==> config.mk <==
export PLATFORM = sky130hd
export DESIGN_NAME = hs32_decode
export DESIGN_NICKNAME = d
export VERILOG_FILES = /design/src/verilog/hs32_pkg.sv /design/src/verilog/decoded_if.sv /design/src/verilog/decode_pipe.sv /design/src/verilog/hs32_decode.sv /design/src/verilog/opcode_table.sv /design/src/verilog/trap_ctrl.sv
export VERILOG_INCLUDE_DIRS = /design/src /design/src/verilog
export SDC_FILE = /design/constraint.sdc
export NUM_CORES = 1
export LEC_CHECK = 0
export BUFFER_PORTS_ARGS = -buffer_cell sky130_fd_sc_hd__buf_2
export CAP_MARGIN = 20
export CELL_PAD_IN_SITES_DETAIL_PLACEMENT = 0
export CELL_PAD_IN_SITES_GLOBAL_PLACEMENT = 2
export CORE_MARGIN = 10
export CORE_UTILIZATION = 30
export CTS_CLUSTER_DIAMETER = 100
export DETAILED_ROUTE_END_ITERATION = 6
export PLACE_DENSITY_LB_ADDON = 0.1
export SLEW_MARGIN = 20
export SYNTH_ARGS = -nofsm -noshare
export SYNTH_HDL_FRONTEND = slang
export SYNTH_SLANG_ARGS = --single-unit
export TNS_END_PERCENT = 10
==> constraint.sdc <==
create_clock -name clk -period 11.05 [get_ports clk]
set_clock_uncertainty 0.1 [all_clocks]
set_input_delay 1.105 -clock clk [delete_from_list [all_inputs] [get_ports clk]]
set_output_delay 1.105 -clock clk [all_outputs]
set_load 0.01 [all_outputs]
==> src/verilog/hs32_config.svh <==
// Build-time options only; widths must agree with the field layout in hs32_pkg

`ifndef HS32_CONFIG_SVH
`define HS32_CONFIG_SVH

// Instruction word as delivered by fetch
`define HS32_INSN_W 32

// Immediate field, also the SWI vector
`define HS32_IMM_W 16

// Register index, 16 registers
`define HS32_REG_W 4

// Barrel shift amount
`define HS32_SHIFT_W 5

// Interrupt lines, higher SWI vectors raise nothing
`define HS32_INT_LINES 24

// 1 decodes MUL, 0 makes it trap as undefined
`define HS32_ENABLE_MUL 0

`endif

==> src/verilog/hs32_pkg.sv <==
// Opcode byte values are this core's own encoding; branch forms use the low nibble as condition
`default_nettype none

`include "hs32_config.svh"

package hs32_pkg;

    typedef enum logic [7:0] {
        OP_LDRI   = 8'h10,    // Rd <- [Rm + imm]
        OP_LDR    = 8'h14,    // Rd <- [Rm]
        OP_LDRA   = 8'h18,    // Rd <- [Rm + sh(Rn)]
        OP_MOVN   = 8'h20,    // Rd <- sh(Rn)
        OP_MOVI   = 8'h24,    // Rd <- imm
        OP_MOV    = 8'h2C,    // Rd <- Rm_b
        OP_MOVR   = 8'h2D,    // Rd_b <- Rm
        OP_STRI   = 8'h30,
        OP_STR    = 8'h34,
        OP_STRA   = 8'h38,
        OP_ADD    = 8'h40,    // Register ALU forms, low bits pick the operation
        OP_ADDC   = 8'h41,
        OP_SUB    = 8'h42,
        OP_RSUB   = 8'h43,
        OP_SUBC   = 8'h44,
        OP_RSUBC  = 8'h45,
        OP_MUL    = 8'h46,
        OP_ADDI   = 8'h48,    // Bit 3 set marks the immediate form
        OP_ADDIC  = 8'h49,
        OP_SUBI   = 8'h4A,
        OP_RSUBI  = 8'h4B,
        OP_SUBIC  = 8'h4C,
        OP_RSUBIC = 8'h4D,
        OP_B      = 8'h50,    // 5c, c is the condition
        OP_BL     = 8'h60,    // 6c, link into R14
        OP_AND    = 8'h70,
        OP_BIC    = 8'h71,
        OP_OR     = 8'h72,
        OP_XOR    = 8'h73,
        OP_ANDI   = 8'h78,
        OP_BICI   = 8'h79,
        OP_ORI    = 8'h7A,
        OP_XORI   = 8'h7B,
        OP_CMP    = 8'h80,
        OP_TST    = 8'h81,
        OP_CMPI   = 8'h88,
        OP_TSTI   = 8'h89,
        OP_INT    = 8'hF0     // Software interrupt, vector in imm
    } opcode_e;

    typedef enum logic [3:0] {
        ALU_MOV, ALU_MOV2, ALU_ADD, ALU_ADC, ALU_SUB, ALU_SBC,
        ALU_MUL, ALU_AND, ALU_BIC, ALU_OR, ALU_XOR
    } alu_op_e;

    typedef enum logic [1:0] {WB_NONE, WB_REG, WB_LOAD, WB_STORE} wb_e;

    // Operand routing for execute
    typedef enum logic [2:0] {
        SRC_NONE, SRC_IMM, SRC_RM_IMM, SRC_RM_RN, SRC_RN, SRC_ST_IMM, SRC_ST_RN
    } src_e;

    typedef enum logic [1:0] {TRAP_NONE, TRAP_SWI, TRAP_UNDEF} trap_e;

    // Register-operand view of the low half
    typedef struct packed {
        logic [`HS32_REG_W-1:0]   rn;
        logic [`HS32_SHIFT_W-1:0] shift;
        logic [1:0]               dir;
        logic [1:0]               bank;
        logic [2:0]               rsvd;
    } insn_reg_t;

    typedef union packed {
        logic [`HS32_IMM_W-1:0] imm;
        insn_reg_t              f;
    } insn_lo_u;

    typedef struct packed {
        opcode_e                opcode;
        logic [`HS32_REG_W-1:0] rd;
        logic [`HS32_REG_W-1:0] rm;
        insn_lo_u               lo;
    } insn_t;

    typedef struct packed {
        wb_e        wb;
        logic       rev;          // Swap ALU operands
        src_e       src;
        logic [3:0] cond;
        logic [2:0] upd;          // Bank write, flag update, branch
        logic [1:0] shift_dir;
        logic       bank_rd;
    } ctl_t;

    typedef struct packed {
        alu_op_e                  alu_op;
        logic [`HS32_SHIFT_W-1:0] shift;
        logic [`HS32_IMM_W-1:0]   imm;
        logic [`HS32_REG_W-1:0]   rd;
        logic [`HS32_REG_W-1:0]   rm;
        logic [`HS32_REG_W-1:0]   rn;
        logic [1:0]               bank;
        ctl_t                     ctl;
    } control_t;

endpackage

`default_nettype wire

==> src/verilog/decoded_if.sv <==
// Combinational result of one decode; valid only while the instruction input is stable
`timescale 1ns/10ps
`default_nettype none

`include "hs32_config.svh"

interface decoded_if import hs32_pkg::*; ();

    control_t               word;    // Control word for execute
    trap_e                  trap;    // Trap kind, NONE for normal ops
    logic [`HS32_IMM_W-1:0] vector;  // SWI number

    modport tbl (
        output word,
        output trap,
        output vector
    );

    modport pipe (
        input word,
        input trap,
        input vector
    );

endinterface

`default_nettype wire

==> src/verilog/decode_pipe.sv <==
// One-entry output slot; a trap is accepted but never loads the slot
`timescale 1ns/10ps
`default_nettype none

module decode_pipe import hs32_pkg::*; (
    input  logic     clk,
    input  logic     reset,
    input  logic     insn_valid,
    output logic     insn_ready,
    decoded_if.pipe  dec,
    input  logic     halt,
    output logic     pipe_empty,
    output control_t control,
    output logic     control_valid,
    input  logic     control_ready
);

    logic full;  // Slot holds a word for execute
    logic load;  // Accepted instruction that is not a trap

    // Slot frees up in the same edge it is taken by execute
    assign insn_ready = !halt && (!full || control_ready);
    assign load       = insn_valid && insn_ready && (dec.trap == TRAP_NONE);

    always_ff @(posedge clk) begin
        if (reset) begin
            full <= 1'b0;
        end else if (load) begin
            full <= 1'b1;
        end else if (control_ready) begin
            full <= 1'b0;
        end
    end

    always_ff @(posedge clk) begin
        if (load) begin
            control <= dec.word;
        end
    end

    assign control_valid = full;
    assign pipe_empty    = !full;

    // Stalled word must survive until execute takes it
    a_stall_hold: assert property (@(posedge clk) disable iff (reset)
        control_valid && !control_ready |=> control_valid && $stable(control))
        else $error("control changed while stalled");

    // A trap halt holds until reset and keeps fetch closed
    a_halt_closed: assert property (@(posedge clk) disable iff (reset)
        halt && !$past(reset) |=> halt && !insn_ready)
        else $error("halt dropped or insn_ready high after a trap");

endmodule

`default_nettype wire

==> src/verilog/hs32_decode.sv <==
// Decode stage top; one cycle latency, halts for good on any trap until reset
`timescale 1ns/10ps
`default_nettype none

`include "hs32_config.svh"

module hs32_decode import hs32_pkg::*; (
    input  logic                       clk,
    input  logic                       reset,
    input  logic [`HS32_INSN_W-1:0]    insn,
    input  logic                       insn_valid,
    output logic                       insn_ready,
    output control_t                   control,
    output logic                       control_valid,
    input  logic                       control_ready,
    output logic [`HS32_INT_LINES-1:0] int_line
);

    logic halt;
    logic pipe_empty;
    logic accept;  // Fetch transfer this edge

    decoded_if dec ();

    assign accept = insn_valid && insn_ready;

    opcode_table i_table (
        .insn (insn_t'(insn)),
        .dec  (dec.tbl)
    );

    decode_pipe i_pipe (
        .clk           (clk),
        .reset         (reset),
        .insn_valid    (insn_valid),
        .insn_ready    (insn_ready),
        .dec           (dec.pipe),
        .halt          (halt),
        .pipe_empty    (pipe_empty),
        .control       (control),
        .control_valid (control_valid),
        .control_ready (control_ready)
    );

    trap_ctrl i_trap (
        .clk        (clk),
        .reset      (reset),
        .accept     (accept),
        .dec        (dec.pipe),
        .pipe_empty (pipe_empty),
        .halt       (halt),
        .int_line   (int_line)
    );

endmodule

`default_nettype wire

==> src/verilog/opcode_table.sv <==
// Pure combinational decode; MUL traps unless HS32_ENABLE_MUL is 1
`timescale 1ns/10ps
`default_nettype none

`include "hs32_config.svh"

module opcode_table import hs32_pkg::*; (
    input  insn_t  insn,
    decoded_if.tbl dec
);

    alu_op_e                alu;
    wb_e                    wb;
    src_e                   src;
    trap_e                  trap;
    logic                   rev;
    logic [2:0]             upd;
    logic [3:0]             cond;
    logic                   bank_rd;
    logic                   imm_form;  // Pass immediate, zero shift
    logic                   sh_form;   // Pass shift, zero immediate
    logic                   alu_form;  // Register or immediate ALU group
    logic [`HS32_REG_W-1:0] rd_sel;
    logic [`HS32_REG_W-1:0] rm_sel;
    logic [`HS32_REG_W-1:0] rn_sel;

    function automatic alu_op_e arith_op(input logic [2:0] sel);
        case (sel)
            3'd0:       return ALU_ADD;
            3'd1:       return ALU_ADC;
            3'd2, 3'd3: return ALU_SUB;  // Odd codes are the reverse forms
            3'd4, 3'd5: return ALU_SBC;
            default:    return ALU_MUL;
        endcase
    endfunction

    always_comb begin
        alu      = ALU_ADD;
        wb       = WB_REG;
        src      = SRC_RM_RN;
        trap     = TRAP_NONE;
        rev      = 1'b0;
        upd      = 3'b000;
        cond     = 4'h0;
        bank_rd  = 1'b0;
        imm_form = 1'b0;
        sh_form  = 1'b0;
        alu_form = 1'b0;
        rd_sel   = insn.rd;
        rm_sel   = insn.rm;
        rn_sel   = insn.lo.f.rn;

        case (insn.opcode) inside
            OP_LDRI, OP_LDR, OP_LDRA: begin
                wb       = WB_LOAD;
                src      = (insn.opcode == OP_LDRA) ? SRC_RM_RN : SRC_RM_IMM;
                imm_form = (insn.opcode == OP_LDRI);
                sh_form  = (insn.opcode == OP_LDRA);
            end
            OP_STRI, OP_STR, OP_STRA: begin
                wb       = WB_STORE;
                src      = (insn.opcode == OP_STRA) ? SRC_ST_RN : SRC_ST_IMM;
                imm_form = (insn.opcode == OP_STRI);
                sh_form  = (insn.opcode == OP_STRA);
            end
            OP_MOVI: begin
                alu      = ALU_MOV;
                src      = SRC_IMM;
                imm_form = 1'b1;
            end
            OP_MOVN: begin
                alu     = ALU_MOV;
                src     = SRC_RN;
                sh_form = 1'b1;
            end
            OP_MOV, OP_MOVR: begin
                alu     = ALU_MOV2;
                src     = SRC_RM_IMM;                             // Imm stays zero
                bank_rd = 1'b1;
                upd     = (insn.opcode == OP_MOVR) ? 3'b100 : 3'b000;  // Write to bank
            end
            [OP_ADD:OP_RSUBC], [OP_ADDI:OP_RSUBIC]: begin
                alu      = arith_op(insn.opcode[2:0]);
                rev      = (insn.opcode[2:0] == 3'd3) || (insn.opcode[2:0] == 3'd5);
                alu_form = 1'b1;
            end
            OP_MUL: begin
                alu      = ALU_MUL;
                alu_form = 1'b1;
                if (`HS32_ENABLE_MUL == 0) begin
                    trap = TRAP_UNDEF;
                end
            end
            [OP_AND:OP_XOR], [OP_ANDI:OP_XORI]: begin
                alu      = alu_op_e'(ALU_AND + insn.opcode[1:0]);  // AND BIC OR XOR in order
                alu_form = 1'b1;
            end
            OP_CMP, OP_TST, OP_CMPI, OP_TSTI: begin
                alu      = insn.opcode[0] ? ALU_AND : ALU_SUB;
                wb       = WB_NONE;                                  // Flags only
                alu_form = 1'b1;
            end
            8'h5?: begin                                             // B<c>
                wb       = WB_NONE;
                src      = SRC_NONE;
                cond     = insn.opcode[3:0];
                upd      = 3'b001;
                imm_form = 1'b1;
            end
            8'h6?: begin                                             // B<c>L
                alu      = ALU_MOV;
                rev      = 1'b1;
                src      = SRC_RM_IMM;
                cond     = insn.opcode[3:0];
                upd      = 3'b001;
                imm_form = 1'b1;
                rd_sel   = 4'd14;                                    // Link register
                rm_sel   = '1;                                       // PC
                rn_sel   = '1;
            end
            OP_INT: begin
                trap = TRAP_SWI;
            end
            default: begin
                trap = TRAP_UNDEF;
            end
        endcase

        // Shared setup for all ALU forms, bit 3 picks the immediate variant
        if (alu_form) begin
            upd      = 3'b010;
            imm_form = insn.opcode[3];
            sh_form  = !insn.opcode[3];
            src      = insn.opcode[3] ? SRC_RM_IMM : SRC_RM_RN;
        end
    end

    assign dec.word = '{
        alu_op: alu,
        shift:  sh_form ? insn.lo.f.shift : '0,
        imm:    imm_form ? insn.lo.imm : '0,
        rd:     rd_sel,
        rm:     rm_sel,
        rn:     rn_sel,
        bank:   insn.lo.f.bank,
        ctl:    '{wb: wb, rev: rev, src: src, cond: cond, upd: upd,
                  shift_dir: insn.lo.f.dir, bank_rd: bank_rd}
    };
    assign dec.trap   = trap;
    assign dec.vector = insn.lo.imm;

endmodule

`default_nettype wire

==> src/verilog/trap_ctrl.sv <==
// Halt holds until reset; SWI vectors of HS32_INT_LINES and above halt without a pulse
`timescale 1ns/10ps
`default_nettype none

`include "hs32_config.svh"

module trap_ctrl import hs32_pkg::*; (
    input  logic                       clk,
    input  logic                       reset,
    input  logic                       accept,
    decoded_if.pipe                    dec,
    input  logic                       pipe_empty,
    output logic                       halt,
    output logic [`HS32_INT_LINES-1:0] int_line
);

    localparam int line_w = $clog2(`HS32_INT_LINES);

    logic                       take;      // Trap instruction accepted this edge
    logic                       trapped;   // Sticky until reset
    logic                       pend;      // Pulse still owed
    trap_e                      kind_q;
    logic [`HS32_IMM_W-1:0]     vector_q;
    logic [`HS32_INT_LINES-1:0] line_sel;

    assign take = accept && (dec.trap != TRAP_NONE);

    // Halt also covers reset so fetch stays closed until the first clean cycle
    always_ff @(posedge clk) begin
        if (reset) begin
            halt    <= 1'b1;
            trapped <= 1'b0;
            pend    <= 1'b0;
        end else begin
            halt    <= trapped || take;
            trapped <= trapped || take;
            if (take) begin
                pend <= 1'b1;
            end else if (pend && pipe_empty) begin
                pend <= 1'b0;
            end
        end
    end

    always_ff @(posedge clk) begin
        if (take) begin
            kind_q   <= dec.trap;
            vector_q <= dec.vector;
        end
    end

    always_comb begin
        line_sel = '0;
        if (kind_q == TRAP_UNDEF) begin
            line_sel[0] = 1'b1;                          // Undefined shares line 0
        end else if (vector_q < `HS32_INT_LINES) begin
            line_sel[vector_q[line_w-1:0]] = 1'b1;
        end
    end

    // Waits for the pending word to leave, then fires once
    assign int_line = (pend && pipe_empty) ? line_sel : '0;

    a_one_pulse: assert property (@(posedge clk) disable iff (reset)
        (int_line != '0) |-> $onehot(int_line) ##1 (int_line == '0))
        else $error("int_line not a single one-cycle pulse");

endmodule

`default_nettype wire
**After elaboration in Yosys (flattened, before gate mapping)**

Cells that the tools add are included.
Widths: inputs -> output; s select.

- Output and inout port bits: 81
- Bits in registers: 77
- Bits of input ports: 36
- Logic and storage cells: 230

- Equal/unequal tests: 24
- Magnitude comparators: 11
- Reductions and logical operators: 34
- Add/subtract/negate cells: 1
- Muxes and demuxes: 136

Operators with widths:

| operator | number |
|---|---|
| $mux 4 | 39 |
| $mux 2 | 35 |
| $eq 8x6->1 const B | 7 |
| $mux 24 | 2 |
| $mux 1 | 44 |
| $eq 8x8->1 const B | 5 |
| $mux 3 | 13 |
| $ge 8x7->1 const B | 4 |
| $le 8x7->1 const B | 4 |
| $eq 8x5->1 const B | 3 |
| $mux 23 | 1 |
| $reduce_or 19->1 | 1 |
| $lt 16x5->1 const B | 1 |
| $pmux 3 s4 | 1 |
| $logic_and 1x1->1 | 10 |
| $reduce_or 10->1 | 1 |
| $reduce_or 2->1 | 5 |
| $reduce_or 9->1 | 1 |
| $eq 4x3->1 const B | 2 |
| $eq 8x7->1 const B | 1 |
| $reduce_or 8->1 | 1 |
| $eq 3x2->1 const B | 2 |
| $eq 3x3->1 const B | 2 |
| $lt 5x6->1 const B | 1 |
| other kinds (13) | 20 |

**Logic depth before layout (Yosys ltp)**

- Word-level depth: 16
- Depth in mapped cells: 8
- Depth with buffers taken out: 7

**By module**

A second synthesis with hierarchy kept.

- Cell total of the unflattened synthesis: 302
- Area total of the unflattened synthesis: 3849.9 µm²

By module, submodules not included:

| module | cells each | area each (µm²) | seq. area each (µm²) | instances |
|---|---|---|---|---|
| decode_pipe | 63 | 1715.4 | 1671.6 | 1 |
| opcode_table | 164 | 1198.6 | 0.0 | 1 |
| trap_ctrl | 74 | 929.6 | 600.6 | 1 |
| hs32_decode | 1 | 6.3 | 0.0 | 1 |

**Worst setup path before layout**

No wires, ideal clock.

- Path kind: input port to flip-flop
- Start: input insn[25]
- End: register, netlist name i_pipe.control[0]
- Required time: 10414 ps
- Slack: 4232 ps
- Buffers on the path: 0
- Cell stages on the path: 7
- Setup time: 536 ps
- Data arrival time: 6182 ps
- Cells stage by stage: inv_1 ha_1 or3b_2 a211oi_2 nor4_2 and2_4 nor3_1

- Longest elaborated chain between the ends: 15
- Elaborated cells on any way between the ends: 48
- Those cells by class: order compare (8); eq/ne (16); mux (12); reduce/logical (12)

Ends and longest elaborated chain:

| element | RTL line | RTL |
|---|---|---|
| start: declaration | hs32_decode.sv:10 | `` input logic [`HS32_INSN_W-1:0] insn, `` |
| $eq 8x8->1 (no line) | n/a |  |
| $mux 2 (11 in a row) | opcode_table.sv:53 | `case (insn.opcode) inside` |
| $mux 2 * | opcode_table.sv:53 |  |
| named net dec.trap[1] | decoded_if.sv:10 | `trap_e trap;` |
| $logic_not 2->1 * | decode_pipe.sv:23 | `assign load = insn_valid && insn_ready && (dec.trap == TRAP_NONE);` |
| $logic_and 1x1->1 * | decode_pipe.sv:23 |  |
| named net i_pipe.load | decode_pipe.sv:19 | `logic load;` |

The timed path passes the listed nets; every way through them passes the cells marked *.
A chain may end at the register's enable or synchronous reset.

**Final worst setup path**

- Start: register i_trap.vector_q[11]
- End: output int_line[0]

- Longest elaborated chain between the ends: 4

Ends and longest elaborated chain:

| element | RTL line | RTL |
|---|---|---|
| start: declaration | trap_ctrl.sv:23 | `` logic [`HS32_IMM_W-1:0] vector_q; `` |
| start signal: assignment | trap_ctrl.sv:48 | `vector_q <= dec.vector;` |
| $lt 16x5->1 (no line) | n/a |  |
| $mux 24 | trap_ctrl.sv:56 | `` end else if (vector_q < `HS32_INT_LINES) begin `` |
| $mux 1 | trap_ctrl.sv:54 | `if (kind_q == TRAP_UNDEF) begin` |
| $mux 24 | trap_ctrl.sv:62 | `assign int_line = (pend && pipe_empty) ? line_sel : '0;` |
| end: declaration | hs32_decode.sv:16 | `` output logic [`HS32_INT_LINES-1:0] int_line `` |

No other way between the ends.

==> results.py <==
metrics = {
    "power": {
        "peakVddDrop_v": 0.00006817,
        "leakagePower_nw": 1.722,
        "power_density_nw_per_um2": 151.8,
    },
    "setup_path": {
        "crit_arrival_ns": 2.33,
        "reg2reg_from": "i_pipe.control_valid",
        "crit_fanout": 4,
        "critPathKind": "flip-flop to primary output",
        "max_stage_delay_ns": 0.52,
        "critPathCaptureType": "primary output",
        "worstPathRequired_ns": 9.85,
        "critical-path-slowest-cell": "or4_1",
        "endpoint": "int_line[0]",
        "worst_r2r_path_depth": 5,
        "rr_endpoint": "i_pipe.control[52]",
        "critPathLaunchType": "flip-flop",
        "startpoint": "i_trap.vector_q[11]",
        "crit_chain": "nor4_1, nand3_1, or4_1, or3_1, a21oi_1, buf_2",
        "r2r_slack_ns": 9.18,
    },
    "die": {
        "die_area_um2": 16370,
        "die-height_um": 128.0,
        "die_w_um": 128.0,
        "core_um2": 11420,
        "rows": 39,
        "initial_core_util": 0.3062,
        "ioPinCount": 117,
    },
    "logic_synthesis": {
        "yosysWarnings": 0,
        "synth_cell_type_count": 46,
        "synthesis.nets": 317,
        "synth_seq_area_share": 0.6500,
        "synthCells": 274,
        "synth_edf_count": 73,
        "synth_flop_cell": "edfxtp_1",
        "async_flop_share": 0,
        "syn_area_um2": 3496,
        "synth_seq_cells": 77,
        "syn_area_per_cell_um2": 12.76,
    },
    "global_route": {
        "grt_pass1_wl_um": 14690,
        "grt_max_degree": 33,
        "grt_use_total": 0.1129,
        "antenna_found_initial": 0,
        "overflow": 0,
        "grt_pass1_vias": 2641,
    },
    "sta": {
        "max_freq_mhz": 283.0,
        "setup_viol": 0,
        "finalHoldViolations": 0,
        "finalCritPeriodShare": 0.3198,
        "slew_viol_final": 0,
        "rsz0062_at_grt": "false",
        "finalSetupTns_ns": 0,
        "final.min_clock_period_ns": 3.533,
        "finalWorstSetupSlack_ns": 7.517,
        "relSlewSlack": 0.3792,
        "tightest_slew_ns": 0.9293,
    },
    "finish": {
        "mostFrequentLayoutCell": "buf_2",
        "layout_common_cells": "buf_2 (116), edfxtp_1 (73), nor2_1 (33)",
        "n_antenna_cell": 0,
        "areaGrowthSynthToFinish_pct": 29.10,
        "final_layout_size_suffix_gt1_frac": 0.4025,
        "final_nets": 438,
    },
    "detailed_routing": {
        "vias_per_cell": 4.621,
        "drtPass1Iterations": 4,
        "antenna_left": 0,
        "vias": 2509,
        "wl_per_cell_um": 17.01,
        "wirelength_um": 9237,
        "drtIter0Drc": 106,
        "drc_errors": 0,
    },
    "place": {
        "dp_slack_ns": 7.220,
        "gp_congestion": 0.8183,
        "dp_hpwl_um": 7137,
        "port_buffers": 116,
    },
    "hold_path": {
        "hp-class": "flip-flop to flip-flop",
    },
    "clocking": {
        "cts_resized": 0,
        "clk_path_buf_depth": 2,
        "insertion_delay_ns": 0.33,
        "cts_tree": "yes",
        "cts.htree.levels": 3,
        "clock_sinks": 77,
        "cts.hold.buffers_added": 0,
        "cts_made_buffers": 9,
        "clk_pin_slew_ns": 0.06,
        "cts_root_buffer": "clkbuf_16",
        "cts_setup_buffers": 0,
    },
    "status": {
        "status": "finished clean",
    },
    "flow_run": {
        "maxCapViolations": 0,
    },
}
-- cell usage after synthesis, drive strengths merged (3+ instances only) --
library cell	number	area, um2
edfxtp	73	2192
nand3	5	25.02
nand2	12	45.04
nor3b	3	22.52
buf	7	62.56
a31oi	4	25.02
nor2b	26	162.7
dfxtp	4	80.08
ha	7	87.58
a21oi	12	60.06
or3	3	20.02
o22ai	4	25.02
nand2b	8	50.05
o21ai	9	45.04
inv	8	30.03
or2	12	75.07
nor2	33	123.9
nor3	12	71.32
nand3b	4	30.03
nor4	4	46.29
a211oi	3	27.52
-- where the power goes --
part	total [W]	switching (W)	leakage, nW	internal [W]
clock	0.000296	0.000119	0.145	0.000177
sequential	0.000333	0.00000311	0.681	0.000330
combinational	0.0000550	0.0000336	0.896	0.0000214
-- kinds of logic (layout without fill, tap and decap cells) --
group | after synthesis | after routing | synth area share
AO/OA/AOI/OAI | 42 | 42 | 0.07910
XOR/XNOR | 1 | 1 | 0.002506
adder cells (fa/ha/maj) | 7 | 7 | 0.02505
buffers and inverters | 17 | 143 | 0.02863
flip-flops | 77 | 77 | 0.6500
multiplexers | 2 | 2 | 0.006084
AND/OR/NAND/NOR | 128 | 128 | 0.2087
-- how the worst min path moves through the flow --
| stage | depth (start not counted) | to | startpoint | slack [ns] |
|---|---|---|---|---|
| after floorplan | 2 | i_trap.halt | i_trap.trapped | 0.32 |
| after global placement | 2 | i_trap.halt | i_trap.trapped | 0.35 |
| after detailed placement | 2 | i_trap.halt | i_trap.trapped | 0.34 |
| after CTS | 2 | i_trap.halt | i_trap.trapped | 0.35 |
| after global routing | 2 | i_trap.trapped | i_trap.trapped | 0.40 |
| final | 2 | i_trap.halt | i_trap.trapped | 0.36 |
-- state kept, by name, summed over array words and instances (netlist names) --
name	flops
i_trap.trapped	1
i_trap.kind_q	2
i_pipe.control_valid	1
i_trap.vector_q	16
i_pipe.control	55
i_trap.pend	1
i_trap.halt	1
-- cell type report --
type                    instances  area (um2)
clock buffers                  10       229.0
clock inverters                 6       71.32
fillers                      1158        6905
inverters                       8       30.03
multi-input cells             180        1129
flip-flops and latches         77        2272
well taps                     143       178.9
repair buffers                119       603.1
-- critical path, delay by kind of cell, from the launching register on --
kind,cells,cell delay [ns]
AOI/OAI and AO/OA,1,0.15
and+or+nand+nor,4,1.34
buffers and inverters,1,0.15
DFF,1,0.36
-- per-layer routing --
layer	part of all wire	track usage	vias to the layer above
met4	0.015	0.05497	0
met1	0.42	0.1328	1183
li1	-	-	1245
met2	0.49	0.1861	72
met5	0	0	-
met3	0.074	0.03060	9
-- metrics by stage --
step | cell area [um2] | hold WS (ns) | power (W) | util | std cells
6_report | 4513 | 0.3553 | 0.0006850 | 0.3952 | 543
5_1_grt | 4513 | 0.3975 | 0.0007112 | 0.3952 | 543
4_1_cts | 4513 | 0.3547 | 0.0006930 | 0.3952 | 543
3_5_place_dp | 4213 | 0.3409 | 0.0003961 | 0.3689 | 527
3_3_place_gp | 4213 | 0.3467 | 0.0003962 | 0.3689 | 527
2_1_floorplan | 3496 | 0.3191 | 0.0003746 | - | 274
Note: power is estimated with default switching activity, not from simulation.
